File: src/ntps_pkg.sv
// NTP server core definitions
// Widths, port count, host register map, and the time and host bus
// types shared by the timekeeping and register blocks
package ntps_pkg;

  // ------------------------------------------------
  // Sizes
  // ------------------------------------------------
  localparam int NUM_PORTS    = 4;
  localparam int PORT_SEL_W   = 2;
  localparam int PORT_SEL_LSB = 8;
  localparam int REG_IDX_W    = 8;
  localparam int REG_W        = 32;
  localparam int DROP_W       = 8;

  // Fraction step per clk156 cycle, close to 2^32 / 156.25e6
  localparam logic [31:0] FRAC_STEP = 32'd27;

  // ------------------------------------------------
  // Register map
  // ------------------------------------------------
  localparam logic [REG_IDX_W-1:0] REG_NTP_CONFIG = 8'd0;
  localparam logic [REG_IDX_W-1:0] REG_RX_OFS     = 8'd1;
  localparam logic [REG_IDX_W-1:0] REG_STATUS     = 8'd2;

  localparam int CFG_TS_EN_BIT = 0;

  // Status word fields
  localparam int STAT_SYNC_BIT = 0;
  localparam int STAT_DROP_LSB = 8;

  // ------------------------------------------------
  // Types
  // ------------------------------------------------
  typedef struct packed {
    logic [31:0] seconds;
    logic [31:0] fraction;
  } ntp_time_t;

  typedef enum logic [1:0] {
    NOP   = 2'd0,
    READ  = 2'd1,
    WRITE = 2'd2
  } api_cmd_e;

  typedef enum logic [1:0] {
    OK    = 2'd0,
    ERROR = 2'd1
  } api_status_e;

  typedef struct packed {
    api_cmd_e    cmd;
    logic [31:0] address;
    logic [31:0] write_data;
  } api_req_t;

  typedef struct packed {
    api_status_e status;
    logic [31:0] read_data;
  } api_rsp_t;

endpackage

File: src/api_router.sv
// Host API router
// Splits the host address into port and register index, strobes the
// selected port bank on acceptance and queues one response per request.
// Malformed requests are answered here and never reach a bank
`timescale 1ns/1ps

module api_router import ntps_pkg::*; (
  input  logic                            clk156,
  input  logic                            reset,
  input  api_req_t                        api_req,
  input  logic                            api_req_valid,
  output logic                            api_req_ready,
  output api_rsp_t                        api_rsp,
  output logic                            api_rsp_valid,
  input  logic                            api_rsp_ready,
  output logic [NUM_PORTS-1:0]            reg_wr,
  output logic [NUM_PORTS-1:0]            reg_rd,
  output logic [REG_IDX_W-1:0]            reg_idx,
  output logic [REG_W-1:0]                wr_data,
  input  logic [NUM_PORTS-1:0][REG_W-1:0] rd_data,
  input  logic [NUM_PORTS-1:0]            reg_err
);

  logic [PORT_SEL_W-1:0] port_sel;
  logic                  addr_hi_set;
  logic                  cmd_known;
  logic                  local_err;
  logic                  accept;
  api_rsp_t              rsp_next;

  // ------------------------------------------------
  // Address decode
  // ------------------------------------------------
  assign port_sel    = api_req.address[PORT_SEL_LSB +: PORT_SEL_W];
  assign addr_hi_set = |api_req.address[REG_W-1:PORT_SEL_LSB+PORT_SEL_W];
  assign cmd_known   = (api_req.cmd == READ) || (api_req.cmd == WRITE);
  assign local_err   = addr_hi_set | ~cmd_known;

  assign reg_idx = api_req.address[REG_IDX_W-1:0];
  assign wr_data = api_req.write_data;

  // Ready follows free space in the response queue
  assign accept = api_req_valid & api_req_ready;

  always_comb begin
    reg_wr = '0;
    reg_rd = '0;
    if (accept && !local_err) begin
      reg_wr[port_sel] = (api_req.cmd == WRITE);
      reg_rd[port_sel] = (api_req.cmd == READ);
    end
  end

  // Errors carry zero data
  always_comb begin
    rsp_next.status    = OK;
    rsp_next.read_data = '0;
    if (local_err || reg_err[port_sel]) begin
      rsp_next.status = ERROR;
    end else begin
      rsp_next.read_data = rd_data[port_sel];
    end
  end

  stream_buf #(
    .T (api_rsp_t)
  ) u_rsp_buf (
    .clk156    (clk156),
    .reset     (reset),
    .in_data   (rsp_next),
    .in_valid  (api_req_valid),
    .in_ready  (api_req_ready),
    .out_data  (api_rsp),
    .out_valid (api_rsp_valid),
    .out_ready (api_rsp_ready)
  );

endmodule

File: src/ntp_clock.sv
// NTP time counter
// Runs a 32.32 seconds/fraction count on clk156, steps the fraction each
// cycle and rolls seconds on the rising edge of the synchronized PPS
`timescale 1ns/1ps

module ntp_clock import ntps_pkg::*; (
  input  logic      clk156,
  input  logic      reset,
  input  logic      pps_in,
  output ntp_time_t ntp_time,
  output logic      sync_ok
);

  logic      pps_meta;
  logic      pps_sync;
  logic      pps_last;
  logic      pps_rise;
  ntp_time_t time_q;

  // ------------------------------------------------
  // PPS synchronizer and edge detect
  // ------------------------------------------------
  always_ff @(posedge clk156) begin
    if (reset) begin
      pps_meta <= 1'b0;
      pps_sync <= 1'b0;
      pps_last <= 1'b0;
    end else begin
      pps_meta <= pps_in;
      pps_sync <= pps_meta;
      pps_last <= pps_sync;
    end
  end

  assign pps_rise = pps_sync & ~pps_last;

  // ------------------------------------------------
  // Time counter
  // ------------------------------------------------
  always_ff @(posedge clk156) begin
    if (reset) begin
      time_q  <= '0;
      sync_ok <= 1'b0;
    end else if (pps_rise) begin
      time_q.seconds  <= time_q.seconds + 32'd1;
      time_q.fraction <= '0;
      // Stays set once the first PPS has been seen
      sync_ok         <= 1'b1;
    end else begin
      // Free running; wraps only if PPS goes missing
      time_q.fraction <= time_q.fraction + FRAC_STEP;
    end
  end

  assign ntp_time = time_q;

  // Seconds move only on a PPS edge
  assert property (@(posedge clk156) disable iff (reset)
    !pps_rise |=> $stable(time_q.seconds))
    else $error("ntp_clock seconds changed without a PPS edge");

endmodule

File: src/ntps_top.sv
// NTP server timekeeping and register core
// Shared NTP clock, host API router and four network ports, each with
// a register bank and a receive timestamp unit, all on clk156
`timescale 1ns/1ps

module ntps_top import ntps_pkg::*; (
  input  logic                        clk156,
  input  logic                        reset,
  input  logic                        pps_in,
  input  api_req_t                    api_req,
  input  logic                        api_req_valid,
  output logic                        api_req_ready,
  output api_rsp_t                    api_rsp,
  output logic                        api_rsp_valid,
  input  logic                        api_rsp_ready,
  input  logic [NUM_PORTS-1:0]        rx_mark,
  output ntp_time_t [NUM_PORTS-1:0]   ts_data,
  output logic [NUM_PORTS-1:0]        ts_valid,
  input  logic [NUM_PORTS-1:0]        ts_ready,
  output ntp_time_t                   ntp_time,
  output logic                        sync_ok
);

  logic [NUM_PORTS-1:0]             reg_wr;
  logic [NUM_PORTS-1:0]             reg_rd;
  logic [REG_IDX_W-1:0]             reg_idx;
  logic [REG_W-1:0]                 wr_data;
  logic [NUM_PORTS-1:0][REG_W-1:0]  rd_data;
  logic [NUM_PORTS-1:0]             reg_err;
  logic [NUM_PORTS-1:0]             ts_en;
  logic [NUM_PORTS-1:0][REG_W-1:0]  rx_ofs;
  logic [NUM_PORTS-1:0][DROP_W-1:0] drop_count;

  ntp_clock u_ntp_clock (
    .clk156   (clk156),
    .reset    (reset),
    .pps_in   (pps_in),
    .ntp_time (ntp_time),
    .sync_ok  (sync_ok)
  );

  api_router u_api_router (
    .clk156        (clk156),
    .reset         (reset),
    .api_req       (api_req),
    .api_req_valid (api_req_valid),
    .api_req_ready (api_req_ready),
    .api_rsp       (api_rsp),
    .api_rsp_valid (api_rsp_valid),
    .api_rsp_ready (api_rsp_ready),
    .reg_wr        (reg_wr),
    .reg_rd        (reg_rd),
    .reg_idx       (reg_idx),
    .wr_data       (wr_data),
    .rd_data       (rd_data),
    .reg_err       (reg_err)
  );

  // ------------------------------------------------
  // Network ports
  // ------------------------------------------------
  for (genvar p = 0; p < NUM_PORTS; p++) begin : g_port
    port_regs u_port_regs (
      .clk156     (clk156),
      .reset      (reset),
      .reg_wr     (reg_wr[p]),
      .reg_rd     (reg_rd[p]),
      .reg_idx    (reg_idx),
      .wr_data    (wr_data),
      .sync_ok    (sync_ok),
      .drop_count (drop_count[p]),
      .rd_data    (rd_data[p]),
      .reg_err    (reg_err[p]),
      .ts_en      (ts_en[p]),
      .rx_ofs     (rx_ofs[p])
    );

    port_timestamp u_port_timestamp (
      .clk156     (clk156),
      .reset      (reset),
      .rx_mark    (rx_mark[p]),
      .ts_en      (ts_en[p]),
      .rx_ofs     (rx_ofs[p]),
      .ntp_time   (ntp_time),
      .ts_data    (ts_data[p]),
      .ts_valid   (ts_valid[p]),
      .ts_ready   (ts_ready[p]),
      .drop_count (drop_count[p])
    );
  end

endmodule

File: src/port_regs.sv
// Per-port register bank
// Holds the NTP config and receive offset of one network port and
// builds the read-only status word from sync state and drop count.
// Reads and writes are answered in the cycle of the strobe
`timescale 1ns/1ps

module port_regs import ntps_pkg::*; (
  input  logic                 clk156,
  input  logic                 reset,
  input  logic                 reg_wr,
  input  logic                 reg_rd,
  input  logic [REG_IDX_W-1:0] reg_idx,
  input  logic [REG_W-1:0]     wr_data,
  input  logic                 sync_ok,
  input  logic [DROP_W-1:0]    drop_count,
  output logic [REG_W-1:0]     rd_data,
  output logic                 reg_err,
  output logic                 ts_en,
  output logic [REG_W-1:0]     rx_ofs
);

  logic [REG_W-1:0] ntp_config;
  logic [REG_W-1:0] status_word;

  // ------------------------------------------------
  // Writable registers
  // ------------------------------------------------
  always_ff @(posedge clk156) begin
    if (reset) begin
      ntp_config <= '0;
      rx_ofs     <= '0;
    end else if (reg_wr) begin
      case (reg_idx)
        REG_NTP_CONFIG: ntp_config <= wr_data;
        REG_RX_OFS:     rx_ofs     <= wr_data;
        default: ;
      endcase
    end
  end

  assign ts_en = ntp_config[CFG_TS_EN_BIT];

  // Status word, unused bits read zero
  always_comb begin
    status_word = '0;
    status_word[STAT_SYNC_BIT] = sync_ok;
    status_word[STAT_DROP_LSB +: DROP_W] = drop_count;
  end

  // ------------------------------------------------
  // Read mux and error decode
  // ------------------------------------------------
  always_comb begin
    rd_data = '0;
    reg_err = 1'b0;
    case (reg_idx)
      REG_NTP_CONFIG: begin
        if (reg_rd) rd_data = ntp_config;
      end
      REG_RX_OFS: begin
        if (reg_rd) rd_data = rx_ofs;
      end
      REG_STATUS: begin
        if (reg_rd) rd_data = status_word;
        // Read only
        reg_err = reg_wr;
      end
      default: begin
        reg_err = reg_wr | reg_rd;
      end
    endcase
  end

  // The router strobes one access at a time
  assert property (@(posedge clk156) disable iff (reset)
    !(reg_wr && reg_rd))
    else $error("port_regs got read and write strobes together");

endmodule

File: src/port_timestamp.sv
// Receive timestamp capture for one port
// On each receive marker with timestamping enabled, adds the port offset
// to the current NTP time and queues the result. Markers that find the
// queue full are dropped and counted
`timescale 1ns/1ps

module port_timestamp import ntps_pkg::*; (
  input  logic              clk156,
  input  logic              reset,
  input  logic              rx_mark,
  input  logic              ts_en,
  input  logic [REG_W-1:0]  rx_ofs,
  input  ntp_time_t         ntp_time,
  output ntp_time_t         ts_data,
  output logic              ts_valid,
  input  logic              ts_ready,
  output logic [DROP_W-1:0] drop_count
);

  logic      capture;
  logic      buf_ready;
  ntp_time_t stamp;

  assign capture = rx_mark & ts_en;

  // Offset goes onto the fraction, carry runs into seconds
  assign stamp = ntp_time + {{($bits(ntp_time_t) - REG_W){1'b0}}, rx_ofs};

  stream_buf #(
    .T (ntp_time_t)
  ) u_ts_buf (
    .clk156    (clk156),
    .reset     (reset),
    .in_data   (stamp),
    .in_valid  (capture),
    .in_ready  (buf_ready),
    .out_data  (ts_data),
    .out_valid (ts_valid),
    .out_ready (ts_ready)
  );

  // Lost markers, saturating
  always_ff @(posedge clk156) begin
    if (reset) begin
      drop_count <= '0;
    end else if (capture && !buf_ready && (drop_count != '1)) begin
      drop_count <= drop_count + 1'b1;
    end
  end

endmodule

File: src/stream_buf.sv
// Two-entry valid/ready buffer
// Keeps order, accepts and releases in the same cycle, and breaks the
// ready path so upstream never sees the downstream ready combinationally
`timescale 1ns/1ps

module stream_buf #(
  parameter type T = logic [7:0]
) (
  input  logic clk156,
  input  logic reset,
  input  T     in_data,
  input  logic in_valid,
  output logic in_ready,
  output T     out_data,
  output logic out_valid,
  input  logic out_ready
);

  T           mem [2];
  logic       wr_ptr;
  logic       rd_ptr;
  logic [1:0] count;
  logic       push;
  logic       pop;

  assign in_ready  = (count != 2'd2);
  assign out_valid = (count != 2'd0);
  assign out_data  = mem[rd_ptr];

  assign push = in_valid & in_ready;
  assign pop  = out_valid & out_ready;

  // Storage
  always_ff @(posedge clk156) begin
    if (push) begin
      mem[wr_ptr] <= in_data;
    end
  end

  // Pointers and fill level
  always_ff @(posedge clk156) begin
    if (reset) begin
      wr_ptr <= 1'b0;
      rd_ptr <= 1'b0;
      count  <= 2'd0;
    end else begin
      if (push) wr_ptr <= ~wr_ptr;
      if (pop)  rd_ptr <= ~rd_ptr;
      count <= count + {1'b0, push} - {1'b0, pop};
    end
  end

  // A stalled head entry is never overwritten by a push
  assert property (@(posedge clk156) disable iff (reset)
    (out_valid && !out_ready) |=> (out_valid && $stable(out_data)))
    else $error("stream_buf overflow, head entry changed while stalled");

endmodule

File: config.mk
export PLATFORM = sky130hd
export DESIGN_NAME = ntps_top
export DESIGN_NICKNAME = d
export VERILOG_FILES = /design/src/ntps_pkg.sv /design/src/api_router.sv /design/src/ntp_clock.sv /design/src/ntps_top.sv /design/src/port_regs.sv /design/src/port_timestamp.sv /design/src/stream_buf.sv
export SDC_FILE = /design/constraint.sdc
export NUM_CORES = 2
export LEC_CHECK = 0
export ABC_AREA = 1
export BUFFER_PORTS_ARGS = -buffer_cell sky130_fd_sc_hd__clkbuf_2
export CORE_MARGIN = 4
export CORE_UTILIZATION = 45
export CTS_BUF_LIST = sky130_fd_sc_hd__clkbuf_2
export DETAILED_ROUTE_END_ITERATION = 12
export SLEW_MARGIN = 25
export SYNTH_ARGS = -nofsm -noshare
export SYNTH_HDL_FRONTEND = slang
export SYNTH_SLANG_ARGS = --single-unit
File: constraint.sdc
create_clock -name clk156 -period 11.1 [get_ports clk156]
set_clock_uncertainty 0.2 [all_clocks]
set_input_delay 3.33 -clock clk156 [delete_from_list [all_inputs] [get_ports clk156]]
set_output_delay 3.33 -clock clk156 [all_outputs]
set_load 0.1 [all_outputs]
## After elaboration in Yosys (flattened, before gate mapping)

Memories as Yosys holds them, arrays and structs flattened. A register that Yosys moved wholly into a read port is not among the register bits.
Index checks and enable logic that the tools add are counted.

| storage, ports and cells | value |
|---|---|
| output and inout bits | 361 |
| memories kept | 5 |
| memory bits (read-only) | 0 |
| logic and storage cells | 191 |
| flip-flop bits (word level) | 376 |
| bits in writable memories | 578 |
| latch bits | 0 |
| input bits | 79 |

Memory list:

| memory | depth | bits a word | read ports | clocked after Yosys merged registers in | wr ports | line | RTL |
|---|---|---|---|---|---|---|---|
| g_port[0].u_port_timestamp.u_ts_buf.mem | 2 | 64 | 1 | 1 | 1 | stream_buf.sv:19 | `T mem [2];` |
| g_port[1].u_port_timestamp.u_ts_buf.mem | 2 | 64 | 1 | 1 | 1 | stream_buf.sv:19 |  |
| g_port[2].u_port_timestamp.u_ts_buf.mem | 2 | 64 | 1 | 1 | 1 | stream_buf.sv:19 |  |
| g_port[3].u_port_timestamp.u_ts_buf.mem | 2 | 64 | 1 | 1 | 1 | stream_buf.sv:19 |  |
| u_api_router.u_rsp_buf.mem | 2 | 33 | 1 | 1 | 1 | stream_buf.sv:19 |  |

| cells by class | value |
|---|---|
| equal/unequal tests | 13 |
| divide/modulo/power cells | 0 |
| multiply operators | 0 |
| shift operators | 0 |
| add/sub/neg operators | 20 |
| multiplexer cells | 50 |
| $lt $le $gt $ge | 2 |
| bitwise logic cells | 34 |
| reductions and logical operators | 34 |

Operators by type and width:

| kind | number |
|---|---|
| $pmux 32 s3 | 4 |
| $mux 32 | 10 |
| $add 64x32->64 | 4 |
| $bmux 32 s2 | 1 |
| $mux 16 | 4 |
| $add 32x1->32 const B | 1 |
| $add 32x5->32 const B | 1 |
| $add 8x1->8 const B | 4 |
| $ne 8x8->1 const B | 4 |
| $mux 1 | 23 |
| $reduce_or 22->1 | 1 |
| $reduce_and 2->1 | 8 |
| $and 1x1->1 | 15 |
| $not 1->1 | 12 |
| $add 2x1->2 | 5 |
| $logic_and 1x1->1 | 10 |
| $ne 2x2->1 const B | 5 |
| $reduce_bool 2->1 | 5 |
| $sub 2x1->2 | 5 |
| $and 4x4->4 | 2 |
| $eq 8x1->1 const B | 1 |
| $eq 8x2->1 const B | 1 |
| $logic_not 8->1 | 1 |
| $mux 4 | 2 |
| other kinds (11) | 24 |

## Depth between registers and ports, before layout

| logic depth | value |
|---|---|
| depth in word-level cells | 13 |
| gate-level depth with buffers | 16 |
| gate-level depth less buffers | 16 |

## Hierarchy

Synthesis repeated with hierarchy kept, for this count alone.

| second synthesis, totals | value |
|---|---|
| cell total of the unflattened synthesis | 7,905 |
| area total of the unflattened synthesis | 60,707.0 um2 |

Modules (own cells, without submodules):

| module | seq. area each (um2) | times used | cells each | area an instance (um2) |
|---|---|---|---|---|
| stream_buf at g_port[0].u_port_timestamp.u_ts_buf ... | 3,943.8 | 4 | 236 | 5,165.0 |
| port_regs | 1,281.2 | 4 | 538 | 3,452.1 |
| port_timestamp at g_port[0].u_port_timestamp ... | 160.2 | 3 | 936 | 4,471.8 |
| port_timestamp at g_port[3].u_port_timestamp | 160.2 | 1 | 933 | 4,451.8 |
| ntp_clock | 1,361.3 | 1 | 551 | 3,663.5 |
| stream_buf at u_api_router.u_rsp_buf | 2,142.1 | 1 | 142 | 2,854.0 |
| api_router | 0.0 | 1 | 375 | 1,854.3 |

## Least setup slack after synthesis

No wires, ideal clock.

| path | value |
|---|---|
| path kind | input port to flip-flop |
| from | input port rx_mark[0] |
| to | memory g_port[0].u_port_timestamp.u_ts_buf.mem[1][0] in the netlist's numbering, enable pin |
| setup time | 0.487 ns |
| buffers on the path | 0 |
| arrival time | 6.309 ns |
| stages on the path | 4 |
| slack | 4.104 ns |
| required time | 10.413 ns |
| cell sequence | nand2_1 > a21oi_1 > inv_1 > nor2_1 |

| on the way | value |
|---|---|
| longest elaborated chain between the ends | 4 |

RTL lines:

| what | line | RTL |
|---|---|---|
| start: declaration | ntps_top.sv:16 | `input logic [NUM_PORTS-1:0] rx_mark,` |
| $and 1x1->1 | port_timestamp.sv:24 | `assign capture = rx_mark & ts_en;` |
| $and 1x1->1 | stream_buf.sv:30 | `assign push = in_valid & in_ready;` |
| $mux 1 | stream_buf.sv:35 | `if (push) begin` |
| $mux 1 (implied by the code) | stream_buf.sv:36 | `mem[wr_ptr] <= in_data;` |
| end: declaration | stream_buf.sv:19 |  |

No other way between the ends.

==> results.sh <==
export IMPL_outcome="completed"
export IMPL_synthesis_stage_register_bit_count=959
export IMPL_pwr_density_cell_nw_per_um2=119.3
export IMPL_tritoncts="yes"
export IMPL_drt_initial_drc_count=5542
export IMPL_min_to="u_ntp_clock.pps_sync"
export IMPL_clock_insertion_delay_worst_skew_ns=1.68
export IMPL_power_internal_mw=4.871
export IMPL_synth_cells=6610
export IMPL_floorplan_rows=125
export IMPL_die_width_um=351.2
export IMPL_avgViaCountPerCell=5.510
export IMPL_final_setup_tns_ns=0
export IMPL_pwr_share_seq_pct=54.4
export IMPL_whs_path_depth=2
export IMPL_reg2reg_depth=10
export IMPL_synth_compound_area_share_pct=6.226
export IMPL_critical_path_reg2reg_startpoint="u_api_router.u_rsp_buf.count[1]"
export IMPL_globalRoute_totalOverflow=0
export IMPL_synth_top_flop_cell="sky130_fd_sc_hd__edfxtp_1"
export IMPL_synth_lib_cells_used_distinct=47
export IMPL_clkTransAtPathRegs_ns=0.09
export IMPL_multiInputGateArea_um2=24390
export IMPL_synth_top_family_by_area="simple AND/OR/NAND/NOR gates"
export IMPL_finish_net_count=7350
export IMPL_core_um2=116500
export IMPL_syn_cell_area_um2=53000
export IMPL_startpoint_type="register"
export IMPL_max_slew_margin_rel_pct=22.23
export IMPL_cts_root_buffer_cell="sky130_fd_sc_hd__clkbuf_2"
export IMPL_worstPathArrival_ns=3.78
export IMPL_timing_hold_ws_ns=0.2191
export IMPL_synthAdderAreaFrac_pct=3.598
export IMPL_worstPathRequired_ns=7.57
export IMPL_place_congestion=1.036
export IMPL_die_height_um=351.2
export IMPL_clock_sinks=959
export IMPL_synth_top_cells_by_area="sky130_fd_sc_hd__edfxtp_1 33%, sky130_fd_sc_hd__nand2_1 16%, sky130_fd_sc_hd__dfxtp_1 14%"
export IMPL_finalHoldViolations=0
export IMPL_route_vias_total=48595
export IMPL_dpl_worst_slack_ns=3.733
export IMPL_final_antenna_net_count=0
export IMPL_max_clock_path_buffers=4
export IMPL_drive_gt1_share_pct=17.62
export IMPL_drcViolationCount=0
export IMPL_static_leakage_power_nw=26.70
export IMPL_initial_util_pct=45.49
export IMPL_final_fill_count=11619
export IMPL_hpwlAfterDp_um=168300
export IMPL_dpl_cell_area_um2=56450
export IMPL_grt_setup_unrepaired="no"
export IMPL_setup_violations_final=0
export IMPL_synth_net_count=6839
export IMPL_cts_setup_buffers=0
export IMPL_cts_htree_levels=5
export IMPL_worst_hold_path_type="reg2reg"
export IMPL_synthArstFlopShare_pct=0
export IMPL_design_area_um2=58660
export IMPL_post_synth_top_area_cell="sky130_fd_sc_hd__edfxtp_1"
export IMPL_fin_ws_ns=3.794
export IMPL_post_synth_and_or_nand_nor_area_fraction_pct=27.46
export IMPL_cts_hold_fix_buffers=0
export IMPL_synth_yosys_seq_area_share_pct=47.14
export IMPL_post_synth_mux_area_share_pct=6.141
export IMPL_max_cap_violations=0
export IMPL_synth_enable_flop_cells=578
export IMPL_post_route_clock_period_utilization_pct=65.82
export IMPL_crit_fanout=49
export IMPL_power_switching_mw=2.128
export IMPL_drt_pre_antenna_iters=6
export IMPL_grt_pass1_vias=45639
export IMPL_grt_antenna_before_repair=8
export IMPL_worstReg2RegEnd="g_port[3].u_port_regs.ntp_config[10]"
export IMPL_timing_setup_critical_path_class="reg2out"
export IMPL_grt_util_all_layers_pct=34.59
export IMPL_switching_share_pct=30.41
export IMPL_slew_violations=0
export IMPL_area_growth_synth_to_final_pct=10.69
export IMPL_grt_max_degree=112
export IMPL_comb_power_share_pct=10.6
export IMPL_mean_routed_wirelength_per_cell_um=24.73
export IMPL_syn_avg_cell_area_um2=8.018
export IMPL_netlist_area_leader_share_pct=32.75
export IMPL_total_cts_buffers=274
export IMPL_fin_crit_ns=7.306
export IMPL_synthesis_yosys_warnings=0
export IMPL_worst_ir_drop_vdd_v=0.0001539
export IMPL_die_area_um2=123300
export IMPL_worstMarginPinSlew_ns=1.167
export IMPL_clkPwrFrac_pct=35.0
export IMPL_final_core_util_pct=50.35
export IMPL_critical_path_endpoint_type="output port"
export IMPL_hold_path_startpoint="u_ntp_clock.pps_meta"
export IMPL_regArea_um2=24990
export IMPL_post_cts_resized=0
export IMPL_max_freq_mhz=136.9
export IMPL_pin_count=440
export IMPL_setup_reg_to_reg_worst_slack_ns=6.74
export IMPL_finalWirelength_um=218100
export IMPL_portBuffers=438
export IMPL_synth_xor_xnor_area_share_pct=2.413
export IMPL_grt_pass1_wl_um=310400
## final cells by class
class	instances	area share, %
multi-input combinational	4723	41.59
clock inverter	55	0.4458
timing repair buffer	497	4.541
clock buffer	382	3.259
inverter	666	4.264
sequential	959	42.60
tap	1524	3.251
antenna	13	0.05546
## registers in the layout (all words and copies together) (netlist names), named ones only
signal / flops
u_ntp_clock.pps_last: 1
u_api_router.u_rsp_buf.wr_ptr: 1
u_api_router.u_rsp_buf.mem: 66
u_api_router.u_rsp_buf.rd_ptr: 1
g_port.u_port_timestamp.u_ts_buf.count: 8
g_port.u_port_regs.ntp_config: 128
u_api_router.u_rsp_buf.count: 2
u_ntp_clock.sync_ok: 1
g_port.u_port_timestamp.u_ts_buf.wr_ptr: 4
g_port.u_port_timestamp.u_ts_buf.rd_ptr: 4
u_ntp_clock.pps_meta: 1
g_port.u_port_timestamp.drop_count: 32
g_port.u_port_regs.rx_ofs: 128
u_ntp_clock.pps_sync: 1
g_port.u_port_timestamp.u_ts_buf.mem: 512
u_ntp_clock.ntp_time: 64
## layout by cell type (no fill, tap or decap), types with 13 or more instances in the layout
cell	instances
sky130_fd_sc_hd__a21oi_1	472
sky130_fd_sc_hd__a22oi_1	23
sky130_fd_sc_hd__buf_4	58
sky130_fd_sc_hd__clkbuf_2	819
sky130_fd_sc_hd__clkinv_1	45
sky130_fd_sc_hd__dfxtp_1	377
sky130_fd_sc_hd__diode_2	13
sky130_fd_sc_hd__edfxtp_1	578
sky130_fd_sc_hd__ha_1	145
sky130_fd_sc_hd__inv_1	634
sky130_fd_sc_hd__inv_2	37
sky130_fd_sc_hd__mux2_2	289
sky130_fd_sc_hd__nand2_1	2267
sky130_fd_sc_hd__nand3_1	399
sky130_fd_sc_hd__nand3b_1	14
sky130_fd_sc_hd__nand4_1	164
sky130_fd_sc_hd__nor2_1	464
sky130_fd_sc_hd__nor2_2	15
sky130_fd_sc_hd__nor2_4	25
sky130_fd_sc_hd__nor3_1	90
sky130_fd_sc_hd__o21ai_0	116
sky130_fd_sc_hd__o21bai_1	14
sky130_fd_sc_hd__or2_2	13
sky130_fd_sc_hd__xor2_1	139
## how the worst max path moves through the flow
stage | start | to | slack (ns) | depth (start not counted)
2_1_floorplan | rx_mark[0] | g_port[0].u_port_timestamp.u_ts_buf.mem[1][0] | 4.10 | 4
3_3_place_gp | api_req[64] | g_port[0].u_port_regs.rx_ofs[28] | 3.71 | 14
3_5_place_dp | api_req[64] | g_port[0].u_port_regs.rx_ofs[1] | 3.73 | 14
4_1_cts | register | ts_data[247] | 3.57 | 3
5_1_grt | register | ts_data[247] | 3.54 | 3
6_report | register | ts_data[247] | 3.79 | 3
## logic make-up (layout without fill, tap and decap cells)
group	after synthesis	in the layout
flops	959	959
xor+xnor	146	146
mux	289	289
fa+ha+maj	150	150
simple gates	3500	3500
buf+inv	928	1600
other cells	1	14
compound gates	637	637
## cells in the mapped netlist, types with 4 or more instances
cell type,instances
sky130_fd_sc_hd__fa_1,4
sky130_fd_sc_hd__o21a_1,4
sky130_fd_sc_hd__nor2_2,12
sky130_fd_sc_hd__nand2_1,2267
sky130_fd_sc_hd__inv_1,635
sky130_fd_sc_hd__edfxtp_1,578
sky130_fd_sc_hd__nand2_2,6
sky130_fd_sc_hd__nor3b_1,8
sky130_fd_sc_hd__nand4_1,164
sky130_fd_sc_hd__o21ai_0,116
sky130_fd_sc_hd__xor2_1,139
sky130_fd_sc_hd__buf_1,13
sky130_fd_sc_hd__nor3_2,5
sky130_fd_sc_hd__nor2_4,13
sky130_fd_sc_hd__inv_2,27
sky130_fd_sc_hd__nor2_1,479
sky130_fd_sc_hd__and2_1,11
sky130_fd_sc_hd__buf_4,29
sky130_fd_sc_hd__xnor2_1,7
sky130_fd_sc_hd__nand3b_1,14
sky130_fd_sc_hd__nand3_1,399
sky130_fd_sc_hd__or2_2,13
sky130_fd_sc_hd__a22oi_1,23
sky130_fd_sc_hd__ha_1,146
sky130_fd_sc_hd__and3_1,5
sky130_fd_sc_hd__clkbuf_1,119
sky130_fd_sc_hd__nor3_1,90
sky130_fd_sc_hd__mux2_2,289
sky130_fd_sc_hd__a21oi_1,472
sky130_fd_sc_hd__o21bai_1,14
sky130_fd_sc_hd__dfxtp_1,381
sky130_fd_sc_hd__nor4_1,6
sky130_fd_sc_hd__o21ai_1,4
sky130_fd_sc_hd__buf_2,101
## power by group through the flow
stage | clock, mW | combinational [mW] | sequential, mW
CTS | 2.52 | 0.744 | 3.80
global placement | 0 | 0.740 | 3.89
finish | 2.45 | 0.742 | 3.81
detailed placement | 0 | 0.743 | 3.89
floorplan | 0 | 0.501 | 3.92
global route | 2.70 | 0.765 | 3.81
## metrics by stage
step	instances	power [mW]
floorplan	6610	4.418
detailed placement	8369	4.630
CTS	8806	7.074
finish	8819	6.999
global route	8816	7.279
global placement	8368	4.625
## worst max-delay path: stages (launching register included)
cell and delay (ns):
sky130_fd_sc_hd__dfxtp_2 0.62, sky130_fd_sc_hd__buf_4 0.66, sky130_fd_sc_hd__mux2_2 0.44, sky130_fd_sc_hd__clkbuf_2 0.38
## per-layer routing
metal	GRT usage (%)	vias to the layer above	part of all wire (%)
met5	0	-	0.0087
met4	18.70	4	6.0
met3	6.009	489	7.7
met2	55.83	2255	46
met1	44.39	22924	41
li1	-	22923	-
No activity file was read; power rests on OpenSTA's default activity.
